`config.mk`:
```
export PLATFORM = sky130hd
export DESIGN_NAME = ahb2apb_bridge
export DESIGN_NICKNAME = d
export VERILOG_FILES = /design/src/ahb_pkg.sv /design/src/apb_pkg.sv /design/src/ahb_slave_if.sv /design/src/apb_slave_decoder.sv /design/src/apb_master_fsm.sv /design/src/ahb2apb_bridge.sv
export VERILOG_INCLUDE_DIRS = /design/src /design/src/src
export SDC_FILE = /design/constraint.sdc
export NUM_CORES = 1
export LEC_CHECK = 0
export ABC_AREA = 1
export ABC_CLOCK_PERIOD_IN_PS = 3000
export BUFFER_PORTS_ARGS = -buffer_cell sky130_fd_sc_hd__buf_2
export CORE_ASPECT_RATIO = 1.1
export CORE_MARGIN = 5
export CORE_UTILIZATION = 30
export CTS_CLUSTER_DIAMETER = 50
export DETAILED_ROUTE_END_ITERATION = 10
export PLACE_DENSITY = 0.6
export SETUP_SLACK_MARGIN = 0.2
export SLEW_MARGIN = 40
export SYNTH_ARGS = -nofsm -noshare
export SYNTH_HDL_FRONTEND = slang
export SYNTH_SLANG_ARGS = --single-unit
```
`constraint.sdc`:
```
create_clock -name hclk16 -period 3 [get_ports hclk16]
set_input_delay 0.9 -clock hclk16 [delete_from_list [all_inputs] [get_ports hclk16]]
set_output_delay 0.9 -clock hclk16 [all_outputs]
set_load 0.05 [all_outputs]
```
`src/bridge_defines.svh`:
```
`ifndef BRIDGE_DEFINES_SVH
`define BRIDGE_DEFINES_SVH

// ------------------------------
// Bus widths
// ------------------------------
`define ADDR_W          32
`define DATA_W          32

// Four APB slaves behind the bridge
`define NUM_APB_SLAVES  4

// ------------------------------
// APB slave address windows
// ------------------------------
// Each window is 4 KB, packed back to back from 0x4000_0000
`define APB_SLAVE0_START 32'h4000_0000
`define APB_SLAVE0_END   32'h4000_0FFF
`define APB_SLAVE1_START 32'h4000_1000
`define APB_SLAVE1_END   32'h4000_1FFF
`define APB_SLAVE2_START 32'h4000_2000
`define APB_SLAVE2_END   32'h4000_2FFF
`define APB_SLAVE3_START 32'h4000_3000
`define APB_SLAVE3_END   32'h4000_3FFF

`endif

```
`src/ahb_pkg.sv`:
```
`default_nettype none

`include "bridge_defines.svh"

package ahb_pkg;

  // Bus address and data words
  typedef logic [`ADDR_W-1:0] addr_t;
  typedef logic [`DATA_W-1:0] data_t;

  // HTRANS encodings
  typedef enum logic [1:0] {
    IDLE   = 2'b00,
    BUSY   = 2'b01,
    NONSEQ = 2'b10,
    SEQ    = 2'b11
  } htrans_e;

  // Only OKAY is ever returned by the bridge
  typedef enum logic [1:0] {
    OKAY  = 2'b00,
    ERROR = 2'b01
  } hresp_e;

endpackage

`default_nettype wire

```
`src/apb_pkg.sv`:
```
`default_nettype none

`include "bridge_defines.svh"

package apb_pkg;

  // Address and data words are shared with the AHB side
  import ahb_pkg::addr_t;
  import ahb_pkg::data_t;
  export ahb_pkg::addr_t;
  export ahb_pkg::data_t;

  // One bit per APB slave, at most one set
  typedef logic [`NUM_APB_SLAVES-1:0] slave_sel_t;

  // One-hot APB sequencer states
  typedef enum logic [2:0] {
    APB_IDLE   = 3'b001,
    APB_SETUP  = 3'b010,
    APB_ACCESS = 3'b100
  } apb_state_e;

endpackage

`default_nettype wire

```
`src/ahb_slave_if.sv`:
```
`timescale 1ns/1ps
`default_nettype none

module ahb_slave_if
  import ahb_pkg::*;
(
  input  wire logic    hclk16,
  input  wire logic    hreset_n16,

  // AHB address phase inputs
  input  wire logic    hsel,
  input  wire addr_t   haddr,
  input  wire htrans_e htrans,
  input  wire logic    hwrite,

  // Completion from the APB side
  input  wire logic    done,
  input  wire data_t   prdata_sel,

  output logic         hready,
  output logic         accept,
  output logic         data_phase,
  output addr_t        haddr_q,
  output logic         hwrite_q,
  output data_t        hrdata
);

  logic valid_trans;

  // ------------------------------
  // Transfer qualification
  // ------------------------------
  // Only NONSEQ and SEQ carry a transfer, IDLE and BUSY are dropped
  assign valid_trans = hsel && ((htrans == NONSEQ) || (htrans == SEQ));
  assign accept      = hready && valid_trans;

  // Data phase lasts as long as hready is held low
  assign data_phase  = ~hready;

  // ------------------------------
  // Phase tracking and read data
  // ------------------------------
  always_ff @(posedge hclk16 or negedge hreset_n16) begin
    if (!hreset_n16) begin
      hready <= 1'b1;
      hrdata <= '0;
    end else if (accept) begin
      hready <= 1'b0;
    end else if (done) begin
      // Slave finished, release the bus with its read data
      hready <= 1'b1;
      hrdata <= prdata_sel;
    end
  end

  // Address and direction held for the whole APB access
  always_ff @(posedge hclk16) begin
    if (accept) begin
      haddr_q  <= haddr;
      hwrite_q <= hwrite;
    end
  end

endmodule

`default_nettype wire

```
`src/apb_slave_decoder.sv`:
```
`timescale 1ns/1ps
`default_nettype none

`include "bridge_defines.svh"

module apb_slave_decoder
  import ahb_pkg::*;
  import apb_pkg::*;
(
  input  wire logic       hclk16,
  input  wire logic       hreset_n16,

  // Decode request from the AHB side
  input  wire logic       accept,
  input  wire addr_t      haddr,

  // APB select and slave returns
  input  wire slave_sel_t psel,
  input  wire slave_sel_t pready,
  input  wire data_t      prdata0,
  input  wire data_t      prdata1,
  input  wire data_t      prdata2,
  input  wire data_t      prdata3,

  output slave_sel_t      slave_select,
  output logic            pready_sel,
  output data_t           prdata_sel
);

  // Window bounds indexed by slave number
  localparam addr_t win_start [`NUM_APB_SLAVES] = '{
    `APB_SLAVE0_START, `APB_SLAVE1_START, `APB_SLAVE2_START, `APB_SLAVE3_START
  };
  localparam addr_t win_end [`NUM_APB_SLAVES] = '{
    `APB_SLAVE0_END, `APB_SLAVE1_END, `APB_SLAVE2_END, `APB_SLAVE3_END
  };

  slave_sel_t hit;
  data_t      prdata_arr [`NUM_APB_SLAVES];

  // ------------------------------
  // Address window decode
  // ------------------------------
  always_comb begin
    hit = '0;
    for (int i = 0; i < `NUM_APB_SLAVES; i++) begin
      hit[i] = (haddr >= win_start[i]) && (haddr <= win_end[i]);
    end
  end

  // Select is frozen at accept, valid from the next cycle
  always_ff @(posedge hclk16 or negedge hreset_n16) begin
    if (!hreset_n16) begin
      slave_select <= '0;
    end else if (accept) begin
      slave_select <= hit;
    end
  end

  // ------------------------------
  // Return path
  // ------------------------------
  assign prdata_arr[0] = prdata0;
  assign prdata_arr[1] = prdata1;
  assign prdata_arr[2] = prdata2;
  assign prdata_arr[3] = prdata3;

  // AND-OR mux, only the active psel contributes
  always_comb begin
    pready_sel = 1'b0;
    prdata_sel = '0;
    for (int i = 0; i < `NUM_APB_SLAVES; i++) begin
      pready_sel = pready_sel | (psel[i] & pready[i]);
      prdata_sel = prdata_sel | (prdata_arr[i] & {`DATA_W{psel[i]}});
    end
  end

endmodule

`default_nettype wire

```
`src/apb_master_fsm.sv`:
```
`timescale 1ns/1ps
`default_nettype none

module apb_master_fsm
  import ahb_pkg::*;
  import apb_pkg::*;
(
  input  wire logic       hclk16,
  input  wire logic       hreset_n16,

  // Pending transfer from the AHB side
  input  wire logic       data_phase,
  input  wire slave_sel_t slave_select,
  input  wire addr_t      haddr_q,
  input  wire logic       hwrite_q,

  // Ready of the selected slave
  input  wire logic       pready_sel,

  // APB master outputs
  output slave_sel_t      psel,
  output logic            penable,
  output addr_t           paddr,
  output logic            pwrite,

  output logic            done
);

  apb_state_e state;

  // Transfer completes on the ACCESS cycle the slave is ready
  assign done = (state == APB_ACCESS) && pready_sel;

  // ------------------------------
  // APB sequencer
  // ------------------------------
  always_ff @(posedge hclk16 or negedge hreset_n16) begin
    if (!hreset_n16) begin
      state   <= APB_IDLE;
      psel    <= '0;
      penable <= 1'b0;
      paddr   <= '0;
      pwrite  <= 1'b0;
    end else begin
      case (state)
        APB_IDLE: begin
          // Load the captured transfer and enter SETUP
          if (data_phase) begin
            state  <= APB_SETUP;
            psel   <= slave_select;
            paddr  <= haddr_q;
            pwrite <= hwrite_q;
          end
        end

        APB_SETUP: begin
          state   <= APB_ACCESS;
          penable <= 1'b1;
        end

        APB_ACCESS: begin
          // Hold everything while the slave inserts wait states
          if (pready_sel) begin
            state   <= APB_IDLE;
            psel    <= '0;
            penable <= 1'b0;
          end
        end

        default: begin
          state   <= APB_IDLE;
          psel    <= '0;
          penable <= 1'b0;
        end
      endcase
    end
  end

endmodule

`default_nettype wire

```
`src/ahb2apb_bridge.sv`:
```
`timescale 1ns/1ps
`default_nettype none

`include "bridge_defines.svh"

module ahb2apb_bridge
  import ahb_pkg::*;
  import apb_pkg::*;
(
  input  wire logic                       hclk16,
  input  wire logic                       hreset_n16,

  // AHB slave port
  input  wire logic                       hsel,
  input  wire addr_t                      haddr,
  input  wire htrans_e                    htrans,
  input  wire data_t                      hwdata,
  input  wire logic                       hwrite,
  output data_t                           hrdata,
  output logic                            hready,
  output hresp_e                          hresp,

  // APB master port, common signals
  output addr_t                           paddr,
  output logic                            penable,
  output logic                            pwrite,
  output data_t                           pwdata,
  output slave_sel_t                      psel,

  // Per-slave returns
  input  wire logic [`NUM_APB_SLAVES-1:0] pready,
  input  wire data_t                      prdata0,
  input  wire data_t                      prdata1,
  input  wire data_t                      prdata2,
  input  wire data_t                      prdata3
);

  logic       accept;
  logic       data_phase;
  addr_t      haddr_q;
  logic       hwrite_q;
  logic       done;
  slave_sel_t slave_select;
  logic       pready_sel;
  data_t      prdata_sel;

  // Write data is held by the master until hready rises
  assign pwdata = hwdata;

  // No error responses
  assign hresp = OKAY;

  // ------------------------------
  // AHB side
  // ------------------------------
  ahb_slave_if u_ahb_slave_if (
    .hclk16     (hclk16),
    .hreset_n16 (hreset_n16),
    .hsel       (hsel),
    .haddr      (haddr),
    .htrans     (htrans),
    .hwrite     (hwrite),
    .done       (done),
    .prdata_sel (prdata_sel),
    .hready     (hready),
    .accept     (accept),
    .data_phase (data_phase),
    .haddr_q    (haddr_q),
    .hwrite_q   (hwrite_q),
    .hrdata     (hrdata)
  );

  // Decode on the live address, mux returns by psel
  apb_slave_decoder u_apb_slave_decoder (
    .hclk16       (hclk16),
    .hreset_n16   (hreset_n16),
    .accept       (accept),
    .haddr        (haddr),
    .psel         (psel),
    .pready       (pready),
    .prdata0      (prdata0),
    .prdata1      (prdata1),
    .prdata2      (prdata2),
    .prdata3      (prdata3),
    .slave_select (slave_select),
    .pready_sel   (pready_sel),
    .prdata_sel   (prdata_sel)
  );

  // ------------------------------
  // APB side
  // ------------------------------
  apb_master_fsm u_apb_master_fsm (
    .hclk16       (hclk16),
    .hreset_n16   (hreset_n16),
    .data_phase   (data_phase),
    .slave_select (slave_select),
    .haddr_q      (haddr_q),
    .hwrite_q     (hwrite_q),
    .pready_sel   (pready_sel),
    .psel         (psel),
    .penable      (penable),
    .paddr        (paddr),
    .pwrite       (pwrite),
    .done         (done)
  );

endmodule

`default_nettype wire

```
* After elaboration in Yosys (flattened, before gate mapping) *
Cells that the tools add are included.

storage, ports and cells
  flip-flop bits (word level) = 111
  input bits = 202
  output and inout bits = 105
  logic and storage cells = 67

cells by class
  magnitude comparators = 8
  eq/ne operators = 7
  mux-type cells = 10
  bitwise gates (word level) = 18
  reductions and logical operators = 14

operators with widths
  kind                                                                                    number
  32-bit AND                                                                              4
  32-bit by 31-bit greater-or-equal comparator with 1-bit output (second input constant)  4
  32-bit by 31-bit less-or-equal comparator with 1-bit output (second input constant)     4
  32-bit bitwise OR                                                                       3
  4-bit case mux with 3 select lines                                                      1
  3-bit case mux with 3 select lines                                                      1
  4-bit two-way mux                                                                       2
  2-bit AND reduction                                                                     4
  1-bit logical AND                                                                       7
  3-bit two-way mux                                                                       2
  1-bit AND                                                                               4
  2-bit == test (second input constant)                                                   2
  1-bit NOT                                                                               4
  3-bit by 1-bit == test with 1-bit output (second input constant)                        1
  3-bit by 2-bit == test with 1-bit output (second input constant)                        1
  3-bit == test (second input constant)                                                   1
  1-bit two-way mux                                                                       3
  1-bit bitwise OR                                                                        3
  1-bit case mux with 3 select lines                                                      1
  3-bit AND reduction                                                                     1
  2-bit by 1-bit inequality test with 1-bit output (second input constant)                1
  2-bit inequality test (second input constant)                                           1
  2-bit nonzero test                                                                      1
  1-bit logical OR                                                                        1

* Logic depth before layout (Yosys ltp) *
Gate-level depths: netlist of the first run.

  depth after elaboration = 7
  depth in mapped cells = 9
  depth with buffers taken out = 8

* Cells and area by module *
From an unflattened synthesis of the first run, not the netlist that was laid out.

unflattened totals
  cell total of the unflattened synthesis = 643
  area total of the unflattened synthesis = 5,366.4 µm²

by module, submodules not included
  module             times used  cells each  area an instance (µm²)  seq. area each (µm²)
  ahb_slave_if       1           178         2,331.0                 1,818.0
  apb_master_fsm     1           189         1,645.3                 1,027.2
  apb_slave_decoder  1           241         1,131.1                 100.1
  ahb2apb_bridge     1           35          259.0                   0.0

* Least setup slack after synthesis of the first run *
No wires, ideal clock.

  path type = input to register
  start = in hsel
  end = reg u_ahb_slave_if.haddr_q[0] (enable)
  setup time = 0.390 ns
  arrival = 1.790 ns
  path slack = 0.820 ns
  stages on the path = 2
  path buffers = 0
  path through = nand3_2 > inv_1

between the ends
  longest elaborated chain between the ends = 2

ends and longest elaborated chain
  element               RTL line              source
  start, declared       ahb2apb_bridge.sv:14  input wire logic hsel,
  1-bit logical AND     ahb_slave_if.sv:34    assign valid_trans = hsel && ((htrans == NONSEQ) || (htrans == SEQ));
  1-bit logical AND     ahb_slave_if.sv:35    assign accept = hready && valid_trans;
  via accept            ahb2apb_bridge.sv:38  logic accept;
  end signal, assigned  ahb_slave_if.sv:59    haddr_q <= haddr;
  end, declared         ahb_slave_if.sv:23    output addr_t haddr_q,

The timed path passes the listed nets, and every way through them passes these cells.
A chain may end at the register's enable or synchronous reset.

* Worst setup path after layout of the first run *
  start = reg u_apb_master_fsm.psel[0]
  end = out psel[0]

RTL lines
  element                 RTL line              source
  start, declared         apb_master_fsm.sv:21  output slave_sel_t psel,
  start signal, assigned  apb_master_fsm.sv:50  psel <= slave_select;
  end, declared           ahb2apb_bridge.sv:28  output slave_sel_t psel,

No word-level cell between the ends.

==> results of run 1 <==
[power by group]
| part | switching (W) | leakage [nW] | internal, W |
|---|---|---|---|
| Combinational | 0.0000702 | 1.96 | 0.0000827 |
| Clock | 0.000592 | 0.157 | 0.000669 |
| Sequential | 0 | 1.29 | 0.00156 |
| Total | 0.000662 | 3.41 | 0.00231 |
[placed cells by master (no fill, tap or decap), types with 2 or more instances in the layout]
cell,Yosys,layout
nand2_1,268,268
buf_2,5,238
dfrtp_1,76,76
edfxtp_1,33,33
a221oi_1,32,32
o21ai_2,20,20
nor2_1,19,19
inv_1,14,14
o21ai_0,9,9
clkbuf_16,0,9
o21ai_1,7,7
buf_4,37,7
nand3_1,5,5
nand4_1,3,3
nand2_2,3,3
inv_2,2,2
conb_1,1,2
clkinv_2,0,2
clkinv_8,0,2
buf_12,0,2
dfstp_2,2,2
[cell type report]
type                       instances  area, um^2
clock inverter                     7       92.59
sequential                       111        2945
tap                              234       292.8
fill                            1799       10430
multi-input combinational        375        1750
inverter                          16       60.06
clock buffer                       9       225.2
timing repair buffer             247        1284
[tightest hold or removal path: cells and delay by family, from the launching register on]
| family | cells | cell delay, ps |
|---|---|---|
| flip-flops | 1 | 320 |
| AND/OR/NAND/NOR | 2 | 100 |
[through the flow]
step	total power [W]	setup WS, ps	cell area [um^2]
detailed placement	0.001743	768.5	6332
finish	0.002970	721.3	6650
CTS	0.003033	652.3	6650
global placement	0.001740	775.7	6332
floorplan	0.001721	820.2	5228
global route	0.003099	583.6	6650
[flip-flops by register name (all words and copies together) (netlist names)]
name and flops:
u_ahb_slave_if.hrdata 32, u_apb_master_fsm.state 3, u_apb_slave_decoder.slave_select 4, u_ahb_slave_if.hready 1, u_apb_master_fsm.pwrite 1, u_ahb_slave_if.hwrite_q 1
u_apb_master_fsm.penable 1, u_apb_master_fsm.psel 4, u_apb_master_fsm.paddr 32, u_ahb_slave_if.haddr_q 32
[logic make-up (layout without fill, tap and decap cells)]
logic type | count (synthesis) | in the layout
buffers and inverters | 80 | 279
AO/OA/AOI/OAI | 69 | 69
AND/OR/NAND/NOR | 304 | 304
flip-flops | 111 | 111
other | 1 | 2
[per-layer routing]
metal	up-vias	track usage	routed length, um
li1	2212	-	-
met1	2004	0.1548	5694
met2	179	0.2582	7551
met3	19	0.04601	1528
met4	2	0.04788	216
met5	-	0	7
[worst max-delay path by stage]
| stage | to | start | slack, ps |
|---|---|---|---|
| after floorplan | u_ahb_slave_if.haddr_q[0]$_DFFE_PP_ | hsel | 820 |
| after global placement | u_ahb_slave_if.hrdata[6]$_DFFE_PN0P_ | pready[3] | 780 |
| after detailed placement | u_ahb_slave_if.hrdata[4]$_DFFE_PN0P_ | pready[3] | 770 |
| after CTS | psel[0] | u_apb_master_fsm.psel[0]$_DFFE_PN0P_ | 650 |
| after global routing | psel[0] | u_apb_master_fsm.psel[0]$_DFFE_PN0P_ | 580 |
| final | psel[0] | u_apb_master_fsm.psel[0]$_DFFE_PN0P_ | 720 |
==> summary.md, run 1 <==
| Metric | Value |
|---|---|
| Critical Path RT | `2100 ps` |
| Final min period | `2279 ps` |
| Routability congestion estimate | `0.7312` |
| Worst-path clk slew | `70 ps` |
| Setup TNS | `0 ps` |
| Placed insts | `983` |
| Max Freq | `0.4388 GHz` |
| Max FO, Critical Path | `11` |
| Post-synthesis mux area share | `0` |
| Starting DRT DRC Count | `85` |
| Worst r2r path cells | `7` |
| Pin count of the biggest net entering global routing | `47` |
| Distinct cell type count after synthesis | `27` |
| Hold Fails Final Rpt | `0` |
| GRT overflow | `0` |
| Ranking of synthesized cells by area | `dfrtp_1 (36%), nand2_1 (19%), edfxtp_1 (19%)` |
| CTS tree | `yes` |
| Largest area contributor in the netlist | `dfrtp_1` |
| First-pass GRT wire length | `22.31 mm` |
| Period utilization | `0.7596` |
| CP max-delay cell | `dfrtp_1` |
| Post-Synth XOR/XNOR Area | `0` |
| Transition time at the pin with the least slew margin | `590.9 ps` |
| Slew headroom | `0.6055` |
| Share of layout cells above drive strength 1 | `0.3856` |
| Compound-Gate Fraction of Synth Area | `0.1035` |
| Pre-antenna DRT Iters | `4` |
| Yosys warning total | `0` |
| Worst path max stage delay | `660 ps` |
| DR WL/cell | `15.01 um` |
| Post-synth ARST share | `0.7027` |
| Worst hold start | `u_ahb_slave_if.haddr_q[22]$_DFFE_PP_` |
| Synth Area per Inst | `9.246 um^2` |
| Worst hold margin | `446.7 ps` |
| R2r endpoint | `u_ahb_slave_if.hrdata[23]$_DFFE_PN0P_` |
| Initial antenna violation count | `1` |
| Nets | `962` |
| H-tree Lvls | `3` |
| Critical path data arrival time | `1380 ps` |
| Setup crit end kind | `output pin` |
| Synthesized area | `5224 um^2` |
| Final setup vio count | `0` |
| Post_cts resized | `0` |
| Clock skew | `10.52 ps` |
| CP delay by family, top | `flip-flops` |
| Routed WL | `15.00 mm` |
| Levels on crit path | `1` |
| Post-synthesis register bit count | `111` |
| FF-to-FF Start | `u_apb_master_fsm.psel[3]$_DFFE_PN0P_` |
| Site Rows | `50` |
| Pwr/cell area | `446.6 nW/um^2` |
| Maximum vdd drop | `0.2647 mV` |
| Critical path launch point type | `register` |
| Post-synthesis sequential area ratio | `0.5638` |
| GRT Util Overall | `0.1420` |
| Hold Buf Count CTS | `0` |
| RSZ-0062 raised after global routing | `no` |
| Largest family of logic cells by synthesized area | `simple AND/OR/NAND/NOR gates` |
| Reg2reg setup slack | `1160 ps` |
| Fin. max-slew vios | `0` |
| Total number of vias | `4,416` |
| Post-route DRC | `0` |
| Critical path, cell by cell | `buf_2` |
| Final cell count without fillers | `999` |
| Skew-Pair Late Insertion Delay | `350 ps` |
| Initial Utilization | `0.3059` |
| Crit Path Class | `register to output pin` |
| # diodes | `0` |
| P_leak | `3.410 nW` |
| Post-synth EDFFs | `33` |
| Root Driver | `clkbuf_16` |
| Final Util | `0.3894` |
| Clock Sinks | `111` |
| Synth Instances | `565` |
| Hpwl dp | `11.23 mm` |
| Vias in the first global route | `4,292` |
| Status | `finished clean` |
| Top Ports | `307` |
| Vias/cell | `4.420` |
| Port Buffers | `239` |
| Most common cell in the netlist | `nand2_1` |
| Commonest cells post-synth | `nand2_1 (268), dfrtp_1 (76), buf_4 (37)` |
| Post-Synth Simple-Gate Area | `0.2292` |
| Die X | `135.8 um` |
| Top-area cell type share of the netlist area | `0.3641` |
| Clk buf depth | `2` |
| Die area | `20,150 um^2` |
| Layout area overhead | `27.31%` |
| Post-CTS setup buffer count | `0` |
| Max capacitance violation total | `0` |
| Buf+Inv Stages, Crit Path | `1` |
| Core ar. | `17,080 um^2` |
| Hold WC Path Type | `register to register` |
| Die H | `148.4 um` |
| Top FF cell, synth | `dfrtp_1` |
| Post-Synth Adder-Cell Area | `0` |
| Worst Hold Depth | `2` |
| Hold endpoint | `u_apb_master_fsm.paddr[22]$_DFFE_PN0P_` |
| Antenna Nets Post-Route | `0` |
| Num CTS Buffers | `9` |
Note: power is estimated with default switching activity, not from simulation.
==> inputs of run 2 (changes only) <==
- ABC_CLOCK_PERIOD_IN_PS: 3000 -> 2300
- clock period: 3 -> 2.3 ns (I/O delays scaled with it)
==> run 2 against run 1 <==
  * Clock skew increased by 2.0 ps
  * Non-clock buffer count increased by 6
  * Flip-flop and latch count unchanged
  * Via count increased by 0.38%
  * Register-to-register slack got worse by 540 ps
  * Routed wire length about the same
  * Clock power increased by 33%
  * Critical endpoint is now hready
==> summary.md, run 2 (synthesis results as in run 1) <==
| Metric | Value |
|---|---|
| Antenna Nets Post-Route | `0` |
| DR WL/cell | `14.92 um` |
| Worst hold margin | `344.9 ps` |
| Setup crit end kind | `output pin` |
| Hold Buf Count CTS | `0` |
| Placed insts | `989` |
| Commonest non-fill, non-tap cell in the layout | `nand2_1` |
| Critical Path RT | `1610 ps` |
| Max Freq | `0.5078 GHz` |
| Num CTS Buffers | `9` |
| Hpwl dp | `11.18 mm` |
| Status | `finished clean` |
| Hold Fails Final Rpt | `0` |
| Initial Utilization | `0.3059` |
| Overall Power | `0.003901 W` |
| Max capacitance violation total | `0` |
| Share of layout cells above drive strength 1 | `0.3904` |
| CP delay by family, top | `flip-flops` |
| GRT Util Overall | `0.1441` |
| Clock Sinks | `111` |
| Regs by FF count | `u_ahb_slave_if.haddr_q (32), u_ahb_slave_if.hrdata (32), u_apb_master_fsm.paddr (32)` |
| Site Rows | `50` |
| Worst r2r path cells | `8` |
| Clock skew | `12.56 ps` |
| Period utilization | `0.8562` |
| Slew headroom | `0.6283` |
| Setup TNS | `0 ps` |
| H-tree Lvls | `3` |
| RSZ-0062 raised after global routing | `no` |
| Initial antenna violation count | `0` |
| Pre-antenna DRT Iters | `5` |
| Final cell count without fillers | `1,005` |
| Routability congestion estimate | `0.7247` |
| Pwr/cell area | `579.7 nW/um^2` |
| Vias in the first global route | `4,323` |
| Levels on crit path | `1` |
| Critical path launch point type | `register` |
| Worst path max stage delay | `630 ps` |
| Post-route DRC | `0` |
| Skew-Pair Late Insertion Delay | `360 ps` |
| Fin. max-slew vios | `0` |
| Maximum vdd drop | `0.2990 mV` |
| Clk buf depth | `2` |
| # diodes | `0` |
| Commonest cells after routing, fill and taps aside | `nand2_1 (268), buf_2 (238), dfrtp_1 (76), edfxtp_1 (33), a221oi_1 (32)` |
| CP max-delay cell | `dfstp_2` |
| Nets | `968` |
| Top Ports | `307` |
| First-pass GRT wire length | `22.60 mm` |
| Routed WL | `15.00 mm` |
| Die X | `135.8 um` |
| Transition time at the pin with the least slew margin | `556.7 ps` |
| Critical path data arrival time | `1280 ps` |
| Final setup vio count | `0` |
| Core ar. | `17,080 um^2` |
| Root Driver | `clkbuf_16` |
| Final min period | `1969 ps` |
| Max FO, Critical Path | `5` |
| Final Util | `0.3940` |
| Worst-path clk slew | `80 ps` |
| Port Buffers | `239` |
| Post_cts resized | `0` |
| Layout area overhead | `28.81%` |
| P_leak | `3.448 nW` |
| Critical path, cell by cell | `buf_2` |
| Die H | `148.4 um` |
| GRT overflow | `0` |
| Post-CTS setup buffer count | `0` |
| Vias/cell | `4.411` |
| Crit Path Class | `register to output pin` |
| Pin count of the biggest net entering global routing | `79` |
| Starting DRT DRC Count | `152` |
| Total number of vias | `4,433` |
| Die area | `20,150 um^2` |
| Buf+Inv Stages, Crit Path | `1` |
| Hold WC Path Type | `primary input to asynchronous set/reset pin` |
| CTS tree | `yes` |
-- run 2: cell types whose count changed in the layout (fill, tap and decap cells not counted) --
cell / change
buf_4: +4
clkinv_2: -2
inv_6: -1
clkinv_4: +1
clkinvlp_4: +1
inv_8: +1
buf_12: +2
-- run 2: routing by layer --
metal / wire length [um] / share of wire / track usage
met2: 7544 / 0.50 / 0.2592
met3: 1390 / 0.093 / 0.05074
met4: 175 / 0.012 / 0.04083
met5: 0 / 0 / 0
met1: 5888 / 0.39 / 0.1604
-- run 2: final cells by class --
cell class / count / area, um^2
fill: 1770 / 10350
sequential: 111 / 2945
timing repair buffer: 253 / 1354
tap: 234 / 292.8
clock inverter: 7 / 101.3
multi-input combinational: 375 / 1750
clock buffer: 9 / 225.2
inverter: 16 / 60.06
-- run 2: report_power, final --
part / switching (W) / internal [W]
logic: 0.0000905 / 0.000108
registers: 0 / 0.00203
clock network: 0.000791 / 0.000881
total: 0.000881 / 0.00302
-- run 2: worst register-to-register path, stage by stage (launching register included) --
cell and delay (ps):
dfrtp_1 420, buf_4 250, nand2_1 70, nand2_1 70, nor2_2 50, nand3b_4 300, buf_12 260, nand2_1 100
o21ai_2 50
-- run 2: per-stage QoR --
stage,worst slack (ps),cell area (um^2)
6_report,330.8,6729
5_1_grt,282.1,6729
4_1_cts,293.2,6729
3_5_place_dp,396.7,6402
3_3_place_gp,416.5,6402
2_1_floorplan,245.2,5228
-- run 2: path summary, 6_finish.rpt --
kind / start / endpoint / slack, ps
hold reg to reg: u_ahb_slave_if.haddr_q[30]$_DFFE_PP_ / u_apb_master_fsm.paddr[30]$_DFFE_PN0P_ / 450
setup reg to reg: u_apb_master_fsm.psel[0]$_DFFE_PN0P_ / u_ahb_slave_if.hrdata[17]$_DFFE_PN0P_ / 620
hold / removal: hreset_n16 / u_ahb_slave_if.hrdata[8]$_DFFE_PN0P_ / 340
setup / recovery: u_ahb_slave_if.hready$_DFFE_PN1P_ / hready / 330
max in group asynchronous: hreset_n16 / u_ahb_slave_if.hready$_DFFE_PN1P_ / 1590
min in group hclk16: u_ahb_slave_if.haddr_q[30]$_DFFE_PP_ / u_apb_master_fsm.paddr[30]$_DFFE_PN0P_ / 450
